<file path="src/c16_mem_pkg.sv">
// Shared definitions for the C16/Plus-4 memory subsystem
// Bus widths, download index codes and ROM slot numbers
// BASIC pointer table written after a PRG download
// ROM bank choice type and the download address union
`default_nettype none

package c16_mem_pkg;

	////////////////////////////////////////////////////////////////////////////
	// Widths

	localparam int CPU_AW = 16;
	localparam int DATA_W = 8;
	localparam int DL_AW  = 25;
	localparam int ROM_AW = 14;
	localparam int SLOT_W = 11;

	////////////////////////////////////////////////////////////////////////////
	// Download port

	// Index codes sent by the host with each file
	localparam logic [7:0] IDX_PRG = 8'h01;
	localparam logic [7:0] IDX_ROM = 8'h03;
	localparam logic [7:0] IDX_CRT = 8'h81;

	// 16 KB slots inside a system ROM file
	localparam logic [SLOT_W-1:0] SLOT_KERNAL = 11'd1;
	localparam logic [SLOT_W-1:0] SLOT_BASIC  = 11'd2;
	localparam logic [SLOT_W-1:0] SLOT_FUNCL  = 11'd3;
	localparam logic [SLOT_W-1:0] SLOT_FUNCH  = 11'd4;

	// Slots inside a cartridge file
	localparam logic [SLOT_W-1:0] SLOT_CART_L = 11'd0;
	localparam logic [SLOT_W-1:0] SLOT_CART_H = 11'd1;

	////////////////////////////////////////////////////////////////////////////
	// CPU address map

	localparam logic [11:0] BANK_PAGE   = 12'hFDD;
	localparam logic [7:0]  KERNAL_PAGE = 8'hFC;

	// BASIC start/end pointers, low byte at even positions
	localparam int PTR_COUNT = 8;
	localparam logic [CPU_AW-1:0] PTR_ADDR [PTR_COUNT] = '{
		16'h002D, 16'h002E, 16'h002F, 16'h0030,
		16'h0031, 16'h0032, 16'h009D, 16'h009E
	};

	////////////////////////////////////////////////////////////////////////////
	// Types

	typedef enum logic [1:0] {
		BANK_SYSTEM = 2'd0,
		BANK_CART   = 2'd1,
		BANK_FUNC   = 2'd2,
		BANK_RSVD   = 2'd3
	} bank_sel_t;

	typedef struct packed {
		logic [SLOT_W-1:0] slot;
		logic [ROM_AW-1:0] offset;
	} dl_slot_t;

	// Download address as a flat byte count or as slot plus offset
	typedef union packed {
		logic [DL_AW-1:0] flat;
		dl_slot_t         sel;
	} dl_addr_u;

endpackage

`default_nettype wire

</file>
<file path="src/prg_loader.sv">
// PRG download loader
// Parses the two-byte load address, then turns each body byte into a
// RAM write request; when the download ends it writes the end address
// into the BASIC pointer locations
`timescale 1ns/1ps
`default_nettype none

module prg_loader (
	input  wire                            clk_sys,
	input  wire                            reset,
	input  wire                            dl_active_i,
	input  wire  [7:0]                     dl_index_i,
	input  wire                            dl_wr_i,
	input  wire  [c16_mem_pkg::DL_AW-1:0]  dl_addr_i,
	input  wire  [c16_mem_pkg::DATA_W-1:0] dl_data_i,
	input  wire                            ld_gnt_i,
	output logic                           ld_req_o,
	output logic [c16_mem_pkg::CPU_AW-1:0] ld_addr_o,
	output logic [c16_mem_pkg::DATA_W-1:0] ld_data_o,
	output logic                           dl_wait_o
);
	import c16_mem_pkg::*;

	dl_addr_u          dl_word;
	logic              is_prg;
	logic              dl_write;
	logic              hdr_lo;
	logic              hdr_hi;
	logic              body_wr;
	logic              active_d;
	logic              dl_end;
	logic [CPU_AW-1:0] addr_cnt;
	logic              fix_busy;
	logic [3:0]        step;
	logic              step_done;
	logic              fix_issue;

	assign dl_word  = dl_addr_i;
	assign is_prg   = (dl_index_i == IDX_PRG);
	assign dl_write = dl_active_i & is_prg & dl_wr_i;
	assign hdr_lo   = (dl_word.flat == 25'd0);
	assign hdr_hi   = (dl_word.flat == 25'd1);
	assign body_wr  = dl_write & ~hdr_lo & ~hdr_hi;

	// Falling edge of the download level
	assign dl_end = active_d & ~dl_active_i & is_prg;

	assign step_done = (step == 4'(PTR_COUNT));
	// Next pointer write goes out once the previous one was granted
	assign fix_issue = fix_busy & ~ld_req_o & ~step_done;

	// Host must hold off while a request or the fix-up is pending
	assign dl_wait_o = ld_req_o | fix_busy | dl_end;

	////////////////////////////////////////////////////////////////////////////
	// Request handshake and fix-up sequencing

	always_ff @(posedge clk_sys) begin
		if (reset) begin
			active_d <= 1'b0;
			ld_req_o <= 1'b0;
			fix_busy <= 1'b0;
			step     <= 4'd0;
		end else begin
			active_d <= dl_active_i;
			if (ld_gnt_i)
				ld_req_o <= 1'b0;
			if (body_wr | fix_issue)
				ld_req_o <= 1'b1;

			if (dl_end) begin
				fix_busy <= 1'b1;
				step     <= 4'd0;
			end else if (fix_issue) begin
				step <= step + 4'd1;
			end else if (fix_busy && step_done && !ld_req_o) begin
				fix_busy <= 1'b0;
			end
		end
	end

	////////////////////////////////////////////////////////////////////////////
	// Address counter and request payload

	always_ff @(posedge clk_sys) begin
		if (dl_write) begin
			if (hdr_lo) begin
				addr_cnt[7:0] <= dl_data_i;
			end else if (hdr_hi) begin
				addr_cnt[15:8] <= dl_data_i;
			end else begin
				ld_addr_o <= addr_cnt;
				ld_data_o <= dl_data_i;
				addr_cnt  <= addr_cnt + 16'd1;
			end
		end else if (fix_issue) begin
			// Counter now holds the end address
			ld_addr_o <= PTR_ADDR[step[2:0]];
			ld_data_o <= step[0] ? addr_cnt[15:8] : addr_cnt[7:0];
		end
	end

endmodule

`default_nettype wire

</file>
<file path="config.mk">
export PLATFORM = sky130hd
export DESIGN_NAME = prg_loader
export DESIGN_NICKNAME = d
export VERILOG_FILES = /design/src/c16_mem_pkg.sv /design/src/prg_loader.sv
export SDC_FILE = /design/constraint.sdc
export NUM_CORES = 1
export LEC_CHECK = 0
export BUFFER_PORTS_ARGS = -buffer_cell sky130_fd_sc_hd__buf_2
export CAP_MARGIN = 0
export CORE_UTILIZATION = 30
export DETAILED_ROUTE_END_ITERATION = 12
export GPL_TIMING_DRIVEN = 0
export SLEW_MARGIN = 20
export SYNTH_ARGS = -nofsm -noshare
export SYNTH_HDL_FRONTEND = slang
export SYNTH_SLANG_ARGS = --single-unit
export TNS_END_PERCENT = 30
</file>
<file path="constraint.sdc">
create_clock -name clk_sys -period 3.9 [get_ports clk_sys]
set_input_delay 0.585 -clock clk_sys [delete_from_list [all_inputs] [get_ports clk_sys]]
set_output_delay 0.585 -clock clk_sys [all_outputs]
set_load 0.05 [all_outputs]
</file>
# ---- After elaboration in Yosys (flattened, before gate mapping)
# Memory sizes are Yosys's and may differ from the RTL's.
# Index checks and enable logic that the tools add are counted.
dict set report word_totals {
  reg_bits 47
  ramBits 0
  output_inout_bits 26
  wordCells 67
  input_bits 46
  memories 1
  latchBits 0
  rom_bits 128
}
# name words word_bits read_ports rd_ports_with_merged_regs write_ports line
set memory_table {}
lappend memory_table {{(name not given)} 8 16 1 0 0 prg_loader.sv:98} ;# ld_addr_o <= PTR_ADDR[step[2:0]];
dict set report op_classes {
  add_sub_neg 2
  bitwise 17
  mux 19
  shifts 0
  mul 0
  reduce_logical 12
  n_eq_ne 7
  magnitude_cmp 1
  div_mod_pow 0
}
# op n
set op_table {}
lappend op_table {{two-way mux 16 bit} 6}
lappend op_table {{two-way mux 8 bit} 8}
lappend op_table {{equality test 25 x 1 -> 1 bit (second input constant)} 1}
lappend op_table {{logical NOT 25 bit} 1}
lappend op_table {{adder 16 x 1 -> 16 bit (second input constant)} 1}
lappend op_table {{AND 1 bit} 8}
lappend op_table {{equality test 8 x 1 -> 1 bit (second input constant)} 1}
lappend op_table {{inequality test 2 bit (second input constant)} 4}
lappend op_table {{AND reduction 2 bit} 3}
lappend op_table {{nonzero test 2 bit} 3}
lappend op_table {{two-way mux 1 bit} 5}
lappend op_table {{inverter 1 bit} 5}
lappend op_table {{adder 4 x 1 -> 4 bit (second input constant)} 1}
lappend op_table {{equality test 4 bit (second input constant)} 1}
lappend op_table {{>= comparator 4 bit (second input constant)} 1}
lappend op_table {{inverter 3 -> 4 bit} 1}
lappend op_table {{bitwise OR 1 bit} 3}
lappend op_table {{AND reduction 3 bit} 1}
lappend op_table {{logical AND 1 bit} 2}
lappend op_table {{OR reduction 2 bit} 1}
lappend op_table {{logical NOT 1 bit} 1}

# ---- Logic depth before layout (Yosys ltp)
dict set report logic_depth {
  word_depth 7
  ltp_mapped 6
  depth_no_buf 6
}

# ---- Least setup slack after synthesis
# No wires, ideal clock.
dict set report synth_path {
  kind {input to register}
  from {input port dl_index_i[0]}
  to {register ld_addr_o[0] (netlist name) (enable)}
  stages 5
  required_ps 3462
  arrival_ps 2978
  setup_time_ps 438
  n_path_buf 2
  path_slack_ps 483
  path_cell_list {nor4b_1 -> and4_1 -> clkbuf_1 -> clkbuf_1 -> o21ai_0}
}
dict set report synth_between {
  elab_chain_len 5
  word_cells_on_any_way 7
  classes_between {eq/ne: 3; bitwise: 2; reduce/logical: 2}
}
# item line
set synth_lines {}
lappend synth_lines {{start, declared} prg_loader.sv:12} ;# input wire [7:0] dl_index_i,
lappend synth_lines {{equality test 8 x 1 -> 1 bit (*)} prg_loader.sv:39} ;# assign is_prg = (dl_index_i == IDX_PRG);
lappend synth_lines {{AND 1 bit (*) (2 in series)} prg_loader.sv:40} ;# assign dl_write = dl_active_i & is_prg & dl_wr_i;
lappend synth_lines {{inequality test 2 bit (no line) or nonzero test 2 bit (tied branches)} --}
lappend synth_lines {{AND reduction 3 bit (no line) (*)} --}
lappend synth_lines {{end signal, assigned} prg_loader.sv:92} ;# ld_addr_o <= addr_cnt;
lappend synth_lines {{end signal, assigned} prg_loader.sv:98}
lappend synth_lines {{end, declared} prg_loader.sv:18} ;# output logic [c16_mem_pkg::CPU_AW-1:0] ld_addr_o,
# Mark *: on every way between the ends. The rest lies on a longest branch, timed or not.
# A chain may end at the register's enable or synchronous reset.

# ---- Worst setup path after layout
dict set report layout_path {
  from {input port dl_index_i[1]}
  to {register ld_addr_o[14] (netlist name) (enable)}
}
# The elaborated chain is that of the path after synthesis.

==> impl_results.md <==
* Cell mode on critical path: clkbuf_1
* # setup viols final at 0
* Clock net sink count at 47
* Crit Path Max Fanout at 13
* DIE WIDTH at 92.9 um
* Final layout net count at 343
* Drt pass-1 iters at 4
* Post-synth EDFFs at 40
* Root buffer cell: clkbuf_8
* Design Power at 0.992 mW
* Via count at 1890
* Max Cap Viol at 0
* Post-Syn Instances at 213
* Clk buf depth at 2
* WP data required at 3970 ps
* Seq/Total Area, Yosys at 54.1%
* Hold WS at 470 ps
* Clock-pin transition on the worst setup and hold timing paths at 90 ps
* Post-CTS Setup Inserts at 0
* Drt via density at 4.78
* Number of gates resized after CTS at 0
* R2r endpoint: ld_addr_o[14]$_SDFFCE_PN0P_
* Reg2reg path depth at 6
* Met1 usage in global routing at 17.6%
* Met3 GRT Util at 3.20%
* CP arrival at 2620 ps
* VDD IR max at 0.198 mV
* Commonest non-fill, non-tap cells in the layout: buf_2, edfxtp_1, nand2_1
* Clk_lat worst skew at 300 ps
* PD cells at 319 mW/mm^2
* # DRC at 0
* Critical path's largest stage delay at 530 ps
* Async SR Flop Fraction at 0%
* Hold Startpoint: reset
* Yosys top cell area share at 48.5%
* Initial drt markers at 136
* Area of the core at 0.00785 sq mm
* Launching point of the worst reg2reg path: step[0]$_SDFFE_PP0P_
* CTS buffer count at 5
* Static Leak at 1.11 nW
* Initial antenna violation count at 0
* Commonest non-fill, non-tap cell in the layout: buf_2
* Global-route wire length before repair at 8820 um
* Met2 usage at 21.7%
* Tmin final at 2550 ps
* Worst Path Class, Setup: in2reg
* P&R area growth vs syn at 25.5%
* Ys Warns at 0
* RSZ-0062 raised after global routing: false
* Ant diodes at 0
* Run status: completed
* WL per Instance at 14.3 um
* Crit. End Element: flip-flop
* Total Routed Length at 5630 um
* CTS H-Tree Depth at 2
* Synth area leader: edfxtp_1
* IO Pins at 72
* Worst hold path depth at 2
* Slew margin rel. at 39.3%
* Total die area at 0.00863 sq mm
* Area contributors post-synth: edfxtp_1, mux2_2, dfxtp_1, mux2i_1, xnor2_1
* Initial core utilization at 31.6%
* RePlAce Congestion at 0.796
* CP Cell Sequence: buf_2 -> nor4b_1 -> and4_1 -> clkbuf_1 -> clkbuf_1 -> o21ai_2 -> buf_6
* Antenna-violating nets left at 0
* CTS tree: yes
* Hold Buf Count CTS at 0
* Worst-Margin Slew at 907 ps
* Input/output buffers at 71
* Final Hold Vio Count at 0
* Vias in the first global route at 1756
* Main flop type after synthesis: edfxtp_1
* Fin crit share at 65.5%
* Synth Area per Inst at 11.6 sq um
* GRT Max-Usage Layer: met2
* Final Slew Violations at 0
* FF-to-FF setup slack at 1720 ps
* CP max-delay cell: nor4b_1
* Hold Path Class: in2reg
* Fmax achieved at 391 MHz
* Final Skew at 5.51 ps
* Syn_nets at 264
* Share of cells above drive strength 1 at 35.2%
* Row Count at 32
* CP startpoint kind: input port
* #FFs+latches synth at 47
* Hold endpoint: fix_busy$_SDFFE_PP0P_
* Pin count of the biggest net entering global routing at 15
* Synthesized area at 0.00248 sq mm
* DP Wirelength at 4280 um
* Chip height at 92.9 um
* Fillers at 816
* Total track usage at 13.4%
* Synth unique cells at 38
* GR Overflow Total at 0
==> through the flow <==
stage / utilization [%] / area [sq um] / instances / setup TNS, ps / setup WS [ps]
floorplan: - / 2480 / 213 / 0 / 483
global placement: 37.7 / 2960 / 386 / -9160 / -382
detailed placement: 37.9 / 2980 / 387 / 0 / 1000
CTS: 39.6 / 3110 / 395 / 0 / 1320
global route: 39.6 / 3110 / 395 / 0 / 1070
finish: 39.6 / 3110 / 395 / 0 / 1350
==> routing by layer <==
layer,wire length (um),vias up
li1,-,948
met1,2650,873
met2,2590,64
met3,323,5
met4,71,0
met5,0,-
==> critical path: cells and delay by family <==
| family | cells | cell delay, ps |
|---|---|---|
| buffers and inverters | 4 | 940 |
| AND/OR/NAND/NOR | 2 | 780 |
| AO/OA/AOI/OAI | 1 | 310 |
==> flip-flops by register name, indices dropped and copies added (netlist names) <==
name,flops
step,4
ld_addr_o,16
addr_cnt,16
fix_busy,1
active_d,1
ld_data_o,8
ld_req_o,1
==> power breakdown <==
part	leakage, nW	internal [mW]	switching (mW)	total [mW]
Sequential	0.397	0.537	0.000291	0.538
Combinational	0.648	0.0187	0.0154	0.0341
Clock	0.0654	0.256	0.164	0.420
Total	1.11	0.812	0.180	0.992
==> final cells by class <==
type,instances,area (sq um),share of cell area (%)
plain buffers,8,32.5,1.05
clock buffers,6,72.6,2.33
flip-flops and latches,47,1340,43.2
clock inverters,2,60.1,1.93
well taps,102,128,4.11
inverters,5,18.8,0.604
multi-input cells,153,1090,35.0
repair buffers,72,367,11.8
==> cell families (layout without fill, tap and decap cells) <==
family                     after synthesis  after routing  share of synthesized area, %
buffers and inverters                   13             93                          2.07
DFF                                     47             47                          54.1
adders and majority gates                5              5                          2.53
xor gates and xnor gates                15             15                          5.30
and+or+nand+nor                         84             84                          20.2
muxes                                   23             23                          10.0
AOI/OAI and AO/OA                       26             26                          5.81
==> synth_stat cells, drive strengths merged, types with 2 or more instances <==
cell and n:
a21oi 5, nor3 2, nor2 9, mux2i 9
clkbuf 6, ha 5, nand3 9, dfxtp 7
and2 10, mux2 14, nor4 10, nand2b 2
xor2 6, nor2b 3, and4 5, buf 2
nand4 8, a31oi 3, a21o 2, nand2 20
inv 5, edfxtp 40, xnor2 9, o21ai 14
==> worst max-delay path by stage <==
stage	from	to	depth (start not counted)
global route	dl_index_i[1]	ld_addr_o[10]$_SDFFCE_PN0P_	7
CTS	dl_index_i[1]	ld_addr_o[14]$_SDFFCE_PN0P_	7
global placement	dl_index_i[0]	ld_addr_o[9]$_SDFFCE_PN0P_	6
detailed placement	dl_index_i[1]	ld_addr_o[14]$_SDFFCE_PN0P_	7
finish	dl_index_i[1]	ld_addr_o[14]$_SDFFCE_PN0P_	7
floorplan	dl_index_i[0]	ld_addr_o[0]$_DFFE_PP_	5
Note: power is estimated with default switching activity, not from simulation.
