### config.mk
export PLATFORM = sky130hd
export DESIGN_NAME = ram_arbiter
export DESIGN_NICKNAME = d
export VERILOG_FILES = /design/src/c16_mem_pkg.sv /design/src/ram_arbiter.sv
export SDC_FILE = /design/constraint.sdc
export NUM_CORES = 1
export LEC_CHECK = 0
export ABC_AREA = 1
export BUFFER_PORTS_ARGS = -buffer_cell sky130_fd_sc_hd__buf_2
export CAP_MARGIN = 5
export CELL_PAD_IN_SITES_DETAIL_PLACEMENT = 0
export CELL_PAD_IN_SITES_GLOBAL_PLACEMENT = 1
export CORE_UTILIZATION = 30
export CTS_BUF_LIST = sky130_fd_sc_hd__clkbuf_16
export DETAILED_ROUTE_END_ITERATION = 16
export MAX_ROUTING_LAYER = met4
export PLACE_DENSITY_LB_ADDON = 0.1
export SETUP_SLACK_MARGIN = 0.3
export SYNTH_ARGS = -nofsm -noshare
export SYNTH_HDL_FRONTEND = slang
export SYNTH_SLANG_ARGS = --single-unit
### constraint.sdc
create_clock -name clk_sys -period 1.6 [get_ports clk_sys]
set_input_delay 0.16 -clock clk_sys [delete_from_list [all_inputs] [get_ports clk_sys]]
set_output_delay 0.16 -clock clk_sys [all_outputs]
set_load 0.005 [all_outputs]
### src/c16_mem_pkg.sv
// Shared definitions for the C16/Plus-4 memory subsystem
// Bus widths, download index codes and ROM slot numbers
// BASIC pointer table written after a PRG download
// ROM bank choice type and the download address union
`default_nettype none

package c16_mem_pkg;

	////////////////////////////////////////////////////////////////////////////
	// Widths

	localparam int CPU_AW = 16;
	localparam int DATA_W = 8;
	localparam int DL_AW  = 25;
	localparam int ROM_AW = 14;
	localparam int SLOT_W = 11;

	////////////////////////////////////////////////////////////////////////////
	// Download port

	// Index codes sent by the host with each file
	localparam logic [7:0] IDX_PRG = 8'h01;
	localparam logic [7:0] IDX_ROM = 8'h03;
	localparam logic [7:0] IDX_CRT = 8'h81;

	// 16 KB slots inside a system ROM file
	localparam logic [SLOT_W-1:0] SLOT_KERNAL = 11'd1;
	localparam logic [SLOT_W-1:0] SLOT_BASIC  = 11'd2;
	localparam logic [SLOT_W-1:0] SLOT_FUNCL  = 11'd3;
	localparam logic [SLOT_W-1:0] SLOT_FUNCH  = 11'd4;

	// Slots inside a cartridge file
	localparam logic [SLOT_W-1:0] SLOT_CART_L = 11'd0;
	localparam logic [SLOT_W-1:0] SLOT_CART_H = 11'd1;

	////////////////////////////////////////////////////////////////////////////
	// CPU address map

	localparam logic [11:0] BANK_PAGE   = 12'hFDD;
	localparam logic [7:0]  KERNAL_PAGE = 8'hFC;

	// BASIC start/end pointers, low byte at even positions
	localparam int PTR_COUNT = 8;
	localparam logic [CPU_AW-1:0] PTR_ADDR [PTR_COUNT] = '{
		16'h002D, 16'h002E, 16'h002F, 16'h0030,
		16'h0031, 16'h0032, 16'h009D, 16'h009E
	};

	////////////////////////////////////////////////////////////////////////////
	// Types

	typedef enum logic [1:0] {
		BANK_SYSTEM = 2'd0,
		BANK_CART   = 2'd1,
		BANK_FUNC   = 2'd2,
		BANK_RSVD   = 2'd3
	} bank_sel_t;

	typedef struct packed {
		logic [SLOT_W-1:0] slot;
		logic [ROM_AW-1:0] offset;
	} dl_slot_t;

	// Download address as a flat byte count or as slot plus offset
	typedef union packed {
		logic [DL_AW-1:0] flat;
		dl_slot_t         sel;
	} dl_addr_u;

endpackage

`default_nettype wire

### src/ram_arbiter.sv
// Main RAM port arbiter
// CPU bus has priority: reads while its select is low, then the write
// captured from that access; the loader gets the remaining cycles
`timescale 1ns/1ps
`default_nettype none

module ram_arbiter (
	input  wire                            clk_sys,
	input  wire                            reset,
	input  wire  [c16_mem_pkg::CPU_AW-1:0] cpu_addr_i,
	input  wire  [c16_mem_pkg::DATA_W-1:0] cpu_wdata_i,
	input  wire                            cpu_rnw_i,
	input  wire                            cs_ram_n_i,
	input  wire                            ld_req_i,
	input  wire  [c16_mem_pkg::CPU_AW-1:0] ld_addr_i,
	input  wire  [c16_mem_pkg::DATA_W-1:0] ld_data_i,
	output logic                           ld_gnt_o,
	output logic [c16_mem_pkg::CPU_AW-1:0] ram_addr_o,
	output logic [c16_mem_pkg::DATA_W-1:0] ram_wdata_o,
	output logic                           ram_we_o
);
	import c16_mem_pkg::*;

	logic              cs_d;
	logic              cpu_we;
	logic [CPU_AW-1:0] cap_addr;
	logic [DATA_W-1:0] cap_data;
	logic              cap_rnw;

	// Write slot follows the rising edge of the RAM select
	always_ff @(posedge clk_sys) begin
		if (reset) begin
			cs_d   <= 1'b1;
			cpu_we <= 1'b0;
		end else begin
			cs_d   <= cs_ram_n_i;
			cpu_we <= cs_ram_n_i & ~cs_d & ~cap_rnw;
		end
	end

	// Last address and data seen during the access
	always_ff @(posedge clk_sys) begin
		if (!cs_ram_n_i) begin
			cap_addr <= cpu_addr_i;
			cap_data <= cpu_wdata_i;
			cap_rnw  <= cpu_rnw_i;
		end
	end

	always_comb begin
		ram_addr_o  = cpu_addr_i;
		ram_wdata_o = cap_data;
		ram_we_o    = 1'b0;
		ld_gnt_o    = 1'b0;
		if (!cs_ram_n_i) begin
			ram_addr_o = cpu_addr_i;
		end else if (cpu_we) begin
			ram_addr_o = cap_addr;
			ram_we_o   = 1'b1;
		end else if (ld_req_i) begin
			ram_addr_o  = ld_addr_i;
			ram_wdata_o = ld_data_i;
			ram_we_o    = 1'b1;
			ld_gnt_o    = 1'b1;
		end
	end

endmodule

`default_nettype wire

# Word-level counts from Yosys, hierarchy flattened

Index checks and enable logic that the tools add are counted.

Bits in registers: 27
Bits of input ports: 53
Output and inout port bits: 26
Word-level logic and storage cells: 20

Mux-type cells: 11
Bitwise operators: 4

Operators by type and width:

| cell               | count |
|---|---|
| 16-bit two-way mux | 3 |
| 8-bit two-way mux  | 3 |
| 1-bit two-way mux  | 5 |
| 1-bit AND          | 2 |
| 1-bit NOT          | 2 |

# Depth between registers and ports, before layout

Gate-level depths: netlist (run 1).

Depth in word-level cells: 3
Gate-level depth with buffers: 5
Depth with buffers taken out: 5

# Least setup slack after synthesis (run 1)

No wires, ideal clock.

Kind: input-to-reg
Start: in cs_ram_n_i
End: reg cap_addr[0] (enable)
Setup time: 380 ps
Arrival: 992 ps
Required time: 1,220 ps
Path slack: 227 ps
Stages on the path: 3
Buffers on the path: 2
Cells stage by stage: buf_4 buf_4 inv_1

RTL lines:

| item                   | line              | source |
|---|---|---|
| start: declaration     | ram_arbiter.sv:13 | `input wire cs_ram_n_i,` |
| end signal: assignment | ram_arbiter.sv:44 | `cap_addr <= cpu_addr_i;` |
| end: declaration       | ram_arbiter.sv:26 | `logic [CPU_AW-1:0] cap_addr;` |

No word-level cell between the ends.

# Worst setup path in the final report (run 1)

Start: reg cpu_we
End: out ram_addr_o[12] in the netlist's numbering

Word-level cells in the longest chain between the ends: 2

Ends and longest elaborated chain:

| item                     | line              | source |
|---|---|---|
| start: declaration       | ram_arbiter.sv:25 | `logic cpu_we;` |
| start signal: assignment | ram_arbiter.sv:37 | `cpu_we <= cs_ram_n_i & ~cs_d & ~cap_rnw;` |
| 16-bit two-way mux       | ram_arbiter.sv:57 | `end else if (cpu_we) begin` |
| 16-bit two-way mux       | ram_arbiter.sv:55 | `if (!cs_ram_n_i) begin` |
| end: declaration         | ram_arbiter.sv:18 | `output logic [c16_mem_pkg::CPU_AW-1:0] ram_addr_o,` |

No other way between the ends.

==> results by group, run 1 <==
Clocking
  – Root Driver: clkbuf_16
  – Num CTS Buffers: 3
  – # clock sinks: 27
  – Max clock buf depth: 2
  – CTS tree: yes
  – H-tree depth: 1
  – Clock slew at reported path FFs: 0.06 ns
  – Worst-Skew Late Latency: 0.26 ns

Setup path
  – CP max-delay cell: dfxtp_4
  – Most used cell, CP: nand3_2
  – CP Class: reg2out
  – CP arrival: 1.18 ns
  – Critical Path Start Type: flip-flop
  – Worst Path Required: 1.44 ns
  – CP peak stage delay: 0.40 ns
  – Crit Path Max Fanout: 8
  – Critical path, cell by cell: nand2_8, buf_12, nand3_2, nand3_2, buf_2
  – R2r setup slk: 1.00 ns
  – CP Capture Type: output port

Flow run
  – Max-cap violations: 0

Place
  – Post-DP HPWL: 2612 um
  – GP Congestion: 0.7457
  – Dpl cell area: 1821 um^2
  – Count of input and output buffers: 78

Status
  – Status: finished, final reports clean

Cells and area
  – Final instance area: 2133 um^2
  – Fillers: 422
  – Antenna cells: 0
  – Final core utilization: 0.4899
  – Share of layout cells above drive strength 1: 0.6018
  – Final Net Count: 275
  – Area growth from synthesis to layout: 56.42%

Synth
  – Cells after Synth: 135
  – Largest family of logic cells by synthesized area: simple AND/OR/NAND/NOR gates
  – Post-synthesis xor/xnor area fraction: 0
  – Post-Syn Area: 1364 um^2
  – Post-Syn Nets: 188
  – Synth Area in Compound Gates: 0
  – Yosys reg bits: 27
  – Sequential share of the synthesized area: 0.5798
  – Mux contribution to synthesized area: 0
  – Syn Area/Cell: 10.10 um^2
  – Synth Area in Simple Gates: 0.3661
  – Synth Area in Adders: 0
  – Yosys synthesis warning count: 0
  – Post-synth cell types: 15

Timing
  – Maximum clock frequency: 0.7438 GHz
  – Final Skew: 0.0007611 ns
  – Final Setup Violations: 0
  – Final worst-path cycle share: 0.8402
  – Setup TNS: 0 ns
  – Worst-margin pin slew: 0.3210 ns
  – Slew margin rel.: 0.7858
  – Max Transition Viols Final: 0
  – Final min period: 1.344 ns
  – RSZ-0062 raised after global routing: yes
  – Final Hold Vio Count: 0

Pwr
  – Leakage Power: 1.028 nW
  – Worst IR Drop VDD: 388.2 uV
  – Power per Cell Area: 801.2 nW/um^2

Routing
  – Residual DRC: 0
  – Vias per cell: 4.908
  – Detail Route Antenna Nets: 0
  – Final wirelength: 3906 um
  – Iter 0 DRT Violations: 44
  – Drt wl/cell: 14.31 um
  – 1st-pass router iterations: 4
  – Vias post-DR: 1340

Floorplanning
  – Die W: 69.43 um
  – CORE AREA: 4354 um^2
  – Starting density of the core: 0.3132
  – IO Count: 79
  – Die Y: 69.43 um
  – Row count: 24
  – Die area: 4820 um^2

GRT
  – Largest net degree at the start of global routing: 18
  – Initial antenna violation count: 0
  – Vias in the first global route: 1265
  – Total Routing Usage GR: 0.1565
  – GRT overflow: 0
  – First-pass GRT wire length: 5768 um

Worst hold path
  – Hold Crit Class: in2reg
-- layout make-up --
cell class / instances / area (um^2) / share of cell area
flip-flops and latches: 27 / 794.5 / 0.3724
multi-input cells: 96 / 648.1 / 0.3038
repair buffers: 88 / 501.7 / 0.2352
clock buffers: 3 / 75.07 / 0.03519
well taps: 52 / 65.06 / 0.03050
inverters: 5 / 40.04 / 0.01877
repair inverters: 1 / 5.005 / 0.002346
clock inverters: 1 / 3.754 / 0.001760
-- critical path: cells and delay by family (launching register included) --
kind                   cells  cell delay (ns)
buffers and inverters      2             0.29
flip-flops                 1             0.40
AND/OR/NAND/NOR            3             0.23
-- layout by cell type (no fill, tap or decap) --
| cell type | instances |
|---|---|
| nand2_2 | 5 |
| nand3_2 | 26 |
| clkbuf_16 | 3 |
| nand2_4 | 1 |
| nand2_8 | 1 |
| buf_2 | 78 |
| clkinv_2 | 1 |
| nor3_1 | 1 |
| nand3_1 | 5 |
| inv_1 | 2 |
| dfxtp_4 | 1 |
| inv_6 | 1 |
| buf_4 | 5 |
| buf_12 | 2 |
| edfxtp_1 | 25 |
| nand3_4 | 3 |
| nand4_1 | 16 |
| nand2_1 | 38 |
| dfxtp_1 | 1 |
| clkinv_4 | 1 |
| clkinvlp_4 | 1 |
| inv_8 | 1 |
| buf_6 | 3 |
-- where the power goes --
part           internal [mW]  switching (mW)  leakage (nW)  total (mW)
registers              0.828          0.0148         0.262       0.843
logic                  0.147           0.159         0.724       0.306
clock network          0.335           0.226        0.0423       0.561
total                   1.31           0.400          1.03        1.71
-- repair_timing --
action | 4_1_cts | 5_1_grt
setup buffers | 3 | 0
pin swaps | 1 | 15
gates cloned | 0 | 2
setup endpoints to repair | 26 | 24
hold buffers | 0 | 0
gates resized for setup | 8 | 39
-- final timing paths --
check | startpoint | end | depth (start not counted)
hold reg to reg | cs_d$_SDFF_PP1_ | cpu_we$_SDFF_PP0_ | 1
setup / recovery | cpu_we$_SDFF_PP0_ | ram_addr_o[12] | 5
setup reg to reg | cap_rnw$_DFFE_PN_ | cpu_we$_SDFF_PP0_ | 1
hold / removal | cpu_wdata_i[4] | cap_data[4]$_DFFE_PN_ | 1
-- layer usage --
layer  vias up  track usage  wire (um)
li1        666            -          -
met1       612       0.1899       1645
met2        55       0.2611       1977
met3         7      0.02035        217
met4         0      0.06803         66
met5         -            -          0
-- stage by stage --
step	instances	total power [mW]	setup WS, ns	hold WS (ns)
after floorplan	135	0.9786	0.4086	0.2589
after global placement	264	1.124	0.2869	0.3391
after detailed placement	264	1.127	0.2740	0.3387
after CTS	271	1.679	0.2886	0.07277
after global routing	273	1.775	0.2044	0.06858
final	273	1.709	0.2556	0.07227
-- cells by family after synthesis --
logic type	Yosys count
simple gates	95
buf+inv	13
flops	27
-- registers in the layout, indices dropped and copies added (netlist names) --
register  count
cap_addr     16
cap_data      8
cap_rnw       1
cpu_we        1
cs_d          1
-- synth_stat cells (all sizes together) --
cell type	instances	area (um^2)
edfxtp	25	750.7
dfxtp	2	40.04
inv	5	18.77
nand2	45	178.9
nand4	16	100.1
buf	7	51.30
clkbuf	1	3.750
nand3	33	215.2
nor3	1	5.000
Note: power is estimated with default switching activity, not from simulation.
==> inputs of run 2 (changes only) <==
--- a/config.mk
+++ b/config.mk
@@ -10,7 +10,7 @@
 export CAP_MARGIN = 5
 export CELL_PAD_IN_SITES_DETAIL_PLACEMENT = 0
 export CELL_PAD_IN_SITES_GLOBAL_PLACEMENT = 1
-export CORE_UTILIZATION = 30
+export CORE_UTILIZATION = 28
 export CTS_BUF_LIST = sky130_fd_sc_hd__clkbuf_16
 export DETAILED_ROUTE_END_ITERATION = 16
 export MAX_ROUTING_LAYER = met4
==> constraint.sdc (replaced) <==
create_clock -name clk_sys -period 1.1 [get_ports clk_sys]
set_input_delay 0.11 -clock clk_sys [delete_from_list [all_inputs] [get_ports clk_sys]]
set_output_delay 0.11 -clock clk_sys [all_outputs]
set_load 0.005 [all_outputs]
==> results by group, run 2 (synthesis results as in run 1) <==
Status
  – Status: finished, violations left
  – Failing checks: setup timing

Place
  – Count of input and output buffers: 78
  – Post-DP HPWL: 2793 um
  – Pre-CTS setup slack: 0.02001 ns
  – GP Congestion: 0.6819
  – Dpl cells: 270
  – Dpl cell area: 1912 um^2

GRT
  – Largest net degree at the start of global routing: 18
  – First-pass GRT wire length: 6437 um
  – Vias in the first global route: 1373
  – GRT overflow: 0
  – Total Routing Usage GR: 0.1658
  – Initial antenna violation count: 0

Floorplanning
  – Starting density of the core: 0.2907
  – CORE AREA: 4692 um^2
  – IO Count: 79
  – Row count: 25
  – Die area: 5154 um^2
  – Die Y: 71.79 um
  – Die W: 71.79 um

Routing
  – Iter 0 DRT Violations: 71
  – Drt wl/cell: 14.46 um
  – Residual DRC: 0
  – Vias post-DR: 1388
  – Detail Route Antenna Nets: 0
  – 1st-pass router iterations: 6
  – Vias per cell: 4.993
  – Final wirelength: 4020 um

Setup path
  – Critical path, cell by cell: nand2_8, buf_6, nand3_2, nand3_2, buf_2
  – Buf/Inv on CP: 2
  – Worst Path Required: 0.99 ns
  – Crit Path Max Fanout: 7
  – CP max-delay cell: dfxtp_4
  – CP arrival: 1.22 ns
  – R2R Path End: cpu_we$_SDFF_PP0_
  – R2r setup slk: 0.51 ns
  – Worst r2r src: cap_rnw$_DFFE_PN_
  – Largest delay share family, worst path: flip-flops
  – Most used cell, CP: nand3_2
  – CP peak stage delay: 0.41 ns
  – Critical Path Start Type: flip-flop
  – CP Class: reg2out
  – Reg2Reg Depth: 1
  – CP Capture Type: output port

Cells and area
  – Final Net Count: 278
  – Area growth from synthesis to layout: 60.55%
  – FF+latch area: 794.5 um^2
  – Max reg flops: 16
  – Share of layout cells above drive strength 1: 0.6161
  – Commonest non-fill, non-tap cell in the layout: buf_2
  – Fillers: 474
  – Largest regs: cap_addr x16, cap_data x8
  – Fin cells: 278
  – Antenna cells: 0
  – Most flops, register: cap_addr
  – Multi-input gate area: 638.1 um^2
  – Final instance area: 2190 um^2
  – Commonest non-fill, non-tap cells in the layout: buf_2, nand2_1, nand3_2

Clocking
  – Max clock buf depth: 2
  – H-tree depth: 1
  – # clock sinks: 27
  – Worst-Skew Late Latency: 0.26 ns
  – Root Driver: clkbuf_16
  – Num CTS Buffers: 3
  – Clock slew at reported path FFs: 0.07 ns
  – CTS tree: yes
  – CTS Hold Bufs: 0

Pwr
  – Switching pwr: 0.6007 mW
  – Overall Power: 2.525 mW
  – Worst IR Drop VDD: 517.9 uV
  – Clock power share: 0.331
  – Power per Cell Area: 1153 nW/um^2
  – Internal: 1.925 mW
  – Switching Fraction: 0.2378
  – Reg power frac: 0.485
  – Leakage Power: 1.055 nW
  – Combinational share of power: 0.184

Worst hold path
  – Hold_sp: cpu_wdata_i[5]
  – Worst hold path depth: 1
  – Hold Crit Class: in2reg
  – Hold endpoint: cap_data[5]$_DFFE_PN_

Timing
  – Final min period: 1.327 ns
  – Setup ws final: -0.2274 ns
  – Final Setup Violations: 26
  – Final Hold Vio Count: 0
  – Max Transition Viols Final: 0
  – Setup TNS: -4.877 ns
  – Slew margin rel.: 0.8133
  – Maximum clock frequency: 0.7533 GHz
  – Worst-margin pin slew: 0.2798 ns
  – Final Skew: 0.00006678 ns
  – Final worst-path cycle share: 1.207
  – RSZ-0062 raised after global routing: yes

Flow run
  – Max-cap violations: 0
==> run 2: cell count changes in the layout (fill, tap and decap cells not counted), sizes merged <==
cell      delta
clkinvlp     +1
buf          +2
==> run 2: layout make-up <==
cell class	instances	area share
inverter	5	0.02057
clock buffer	3	0.03429
clock inverter	1	0.002286
timing repair buffer	90	0.2491
sequential	27	0.3629
multi-input combinational	96	0.2914
tap	54	0.03086
timing repair inverter	2	0.008571
==> run 2: what timing repair did <==
item,CTS,global route
pin swaps,19,4
endpoints found under the setup margin,26,26
resized for setup,27,9
cloned,2,1
setup buffers,1,0
==> run 2: stage by stage <==
step                hold WS (ns)    util
CTS                      0.01623  0.4576
global route            0.008614  0.4667
finish                   0.02043  0.4667
global placement          0.2875  0.4075
detailed placement        0.2883  0.4075
floorplan                 0.2066       -
==> run 2: how the worst max path moves through the flow <==
stage / to / slack (ns) / cells after the start / from
6_report: ram_addr_o[8] / -0.23 / 5 / cpu_we$_SDFF_PP0_
5_1_grt: ram_addr_o[14] / -0.28 / 5 / cpu_we$_SDFF_PP0_
4_1_cts: ram_wdata_o[3] / -0.22 / 6 / cpu_we$_SDFF_PP0_
3_5_place_dp: ram_wdata_o[7] / 0.02 / 6 / cpu_we$_SDFF_PP0_
3_3_place_gp: ram_wdata_o[0] / 0.05 / 6 / cpu_we$_SDFF_PP0_
2_1_floorplan: cap_addr[0]$_DFFE_PN_ / 0.06 / 3 / cs_ram_n_i
==> run 2: power by group through the flow <==
stage	clock network [mW]	registers, mW	logic, mW
floorplan	0	1.24	0.195
global route	0.914	1.24	0.509
finish	0.835	1.23	0.465
detailed placement	0	1.25	0.424
global placement	0	1.25	0.422
CTS	0.858	1.23	0.459
==> run 2: routing by layer <==
| metal | vias up | wire (um) | GRT usage |
|---|---|---|---|
| met4 | 0 | 27 | 0.05011 |
| li1 | 673 | - | - |
| met2 | 49 | 1980 | 0.2746 |
| met3 | 2 | 194 | 0.02954 |
| met1 | 664 | 1818 | 0.2069 |
| met5 | - | 0 | - |
==> inputs of run 3 (changes only) <==
--- a/config.mk
+++ b/config.mk
@@ -10,6 +10,7 @@
 export CAP_MARGIN = 5
 export CELL_PAD_IN_SITES_DETAIL_PLACEMENT = 0
 export CELL_PAD_IN_SITES_GLOBAL_PLACEMENT = 1
+export CORE_MARGIN = 4
 export CORE_UTILIZATION = 28
 export CTS_BUF_LIST = sky130_fd_sc_hd__clkbuf_16
 export DETAILED_ROUTE_END_ITERATION = 16
==> results by group, run 3 (synthesis results as in run 1) <==
Flow run
  – Max-cap violations: 0

Routing
  – Vias per cell: 4.788
  – Final wirelength: 4332 um
  – 1st-pass router iterations: 4
  – Drt wl/cell: 14.84 um
  – Detail Route Antenna Nets: 0
  – Residual DRC: 0
  – Iter 0 DRT Violations: 75
  – Vias post-DR: 1398

Clocking
  – Max clock buf depth: 2
  – CTS tree: yes
  – Num CTS Buffers: 3
  – Root Driver: clkbuf_16
  – CTS Hold Bufs: 0
  – Clock slew at reported path FFs: 0.07 ns
  – # clock sinks: 27
  – Worst-Skew Late Latency: 0.26 ns
  – H-tree depth: 1

Floorplanning
  – Die area: 6051 um^2
  – IO Count: 79
  – Row count: 25
  – Starting density of the core: 0.2887
  – Die W: 77.79 um
  – Die Y: 77.79 um
  – CORE AREA: 4723 um^2

Cells and area
  – Share of layout cells above drive strength 1: 0.5733
  – Most flops, register: cap_addr
  – Antenna cells: 0
  – Area growth from synthesis to layout: 61.47%
  – Final core utilization: 0.4662
  – Commonest non-fill, non-tap cells in the layout: buf_2, nand2_1, edfxtp_1
  – Final instance area: 2202 um^2
  – Fin cells: 292
  – Max reg flops: 16
  – Final Net Count: 279
  – Commonest non-fill, non-tap cell in the layout: buf_2
  – Largest regs: cap_addr x16, cap_data x8

Setup path
  – Critical path, cell by cell: nand2_8, clkbuf_16, nand3_2, nand3_2, buf_2
  – Worst Path Required: 0.99 ns
  – CP max-delay cell: dfxtp_4
  – CP peak stage delay: 0.42 ns
  – CP Capture Type: output port
  – CP Class: reg2out
  – Most used cell, CP: nand3_2
  – Critical Path Start Type: flip-flop
  – Buf/Inv on CP: 2
  – Crit Path Max Fanout: 6
  – CP arrival: 1.23 ns
  – R2r setup slk: 0.52 ns
  – Largest delay share family, worst path: flip-flops

GRT
  – First-pass GRT wire length: 6279 um
  – GRT overflow: 0
  – Vias in the first global route: 1237
  – Initial antenna violation count: 0
  – Total Routing Usage GR: 0.1337
  – Largest net degree at the start of global routing: 18

Place
  – Count of input and output buffers: 78
  – Dpl cells: 280
  – GP Congestion: 0.7139
  – Dpl cell area: 1918 um^2
  – Post-DP HPWL: 2978 um

Timing
  – Setup TNS: -4.743 ns
  – Final worst-path cycle share: 1.214
  – Setup ws final: -0.2356 ns
  – Worst-margin pin slew: 0.2684 ns
  – Slew margin rel.: 0.8209
  – Maximum clock frequency: 0.7487 GHz
  – Final Hold Vio Count: 0
  – RSZ-0062 raised after global routing: yes
  – Max Transition Viols Final: 0
  – Final min period: 1.336 ns
  – Final Setup Violations: 26
  – Final Skew: 0.0004549 ns

Pwr
  – Leakage Power: 1.040 nW
  – Worst IR Drop VDD: 573.3 uV
  – Power per Cell Area: 1136 nW/um^2

Worst hold path
  – Hold Crit Class: in2reg

Status
  – Failing checks: setup timing
  – Status: finished, violations left
run 3: changes by cell type in the layout (fill, tap and decap cells not counted), sizes merged:
cell      previous run  this run
clkbuf               3         5
clkinv               2         3
buf                 90        89
clkinvlp             2         1
inv                  4         3
nand2               45        46
run 3: routing by layer:
| metal | global-route usage | up-vias | share of wire |
|---|---|---|---|
| li1 | - | 672 | - |
| met1 | 0.1914 | 658 | 0.45 |
| met5 | - | - | 0 |
| met2 | 0.1935 | 66 | 0.45 |
| met4 | 0.02669 | 0 | 0.0035 |
| met3 | 0.03016 | 2 | 0.092 |
run 3: layout make-up:
type / count / area, um^2
clock buffers: 3 / 75.07
well taps: 67 / 83.83
fillers: 447 / 2521
clock inverters: 1 / 5.005
repair inverters: 1 / 6.256
repair buffers: 91 / 593.1
multi-input cells: 97 / 596.8
inverters: 5 / 47.55
flip-flops and latches: 27 / 794.5
run 3: power breakdown:
group	internal (mW)	total (mW)	switching, mW
Sequential	1.20	1.23	0.0209
Combinational	0.232	0.464	0.233
Clock	0.490	0.812	0.322
run 3: through the flow:
stage	hold slack, ns	power [mW]	setup slack, ns
after floorplan	0.2066	1.439	0.06314
after global placement	0.2880	1.664	0.04029
after detailed placement	0.2898	1.669	0.03161
after CTS	0.02131	2.486	-0.1947
after global routing	0.01856	2.607	-0.2633
final	0.02290	2.501	-0.2356
run 3: timing repair:
action                                  4_1_cts  5_1_grt
resized for setup                             5       25
endpoints found under the setup margin       36       40
gates cloned                                  3        2
pin swaps                                     0        8
setup buffers                                 1        2
run 3: worst paths after layout:
| path | startpoint | to | cells after the start |
|---|---|---|---|
| worst max-delay path | cpu_we$_SDFF_PP0_ | ram_addr_o[12] | 5 |
| worst min-delay path | cpu_wdata_i[1] | cap_data[1]$_DFFE_PN_ | 1 |
| worst max register to register | cap_rnw$_DFFE_PN_ | cpu_we$_SDFF_PP0_ | 1 |
| worst min register to register | cs_d$_SDFF_PP1_ | cpu_we$_SDFF_PP0_ | 1 |
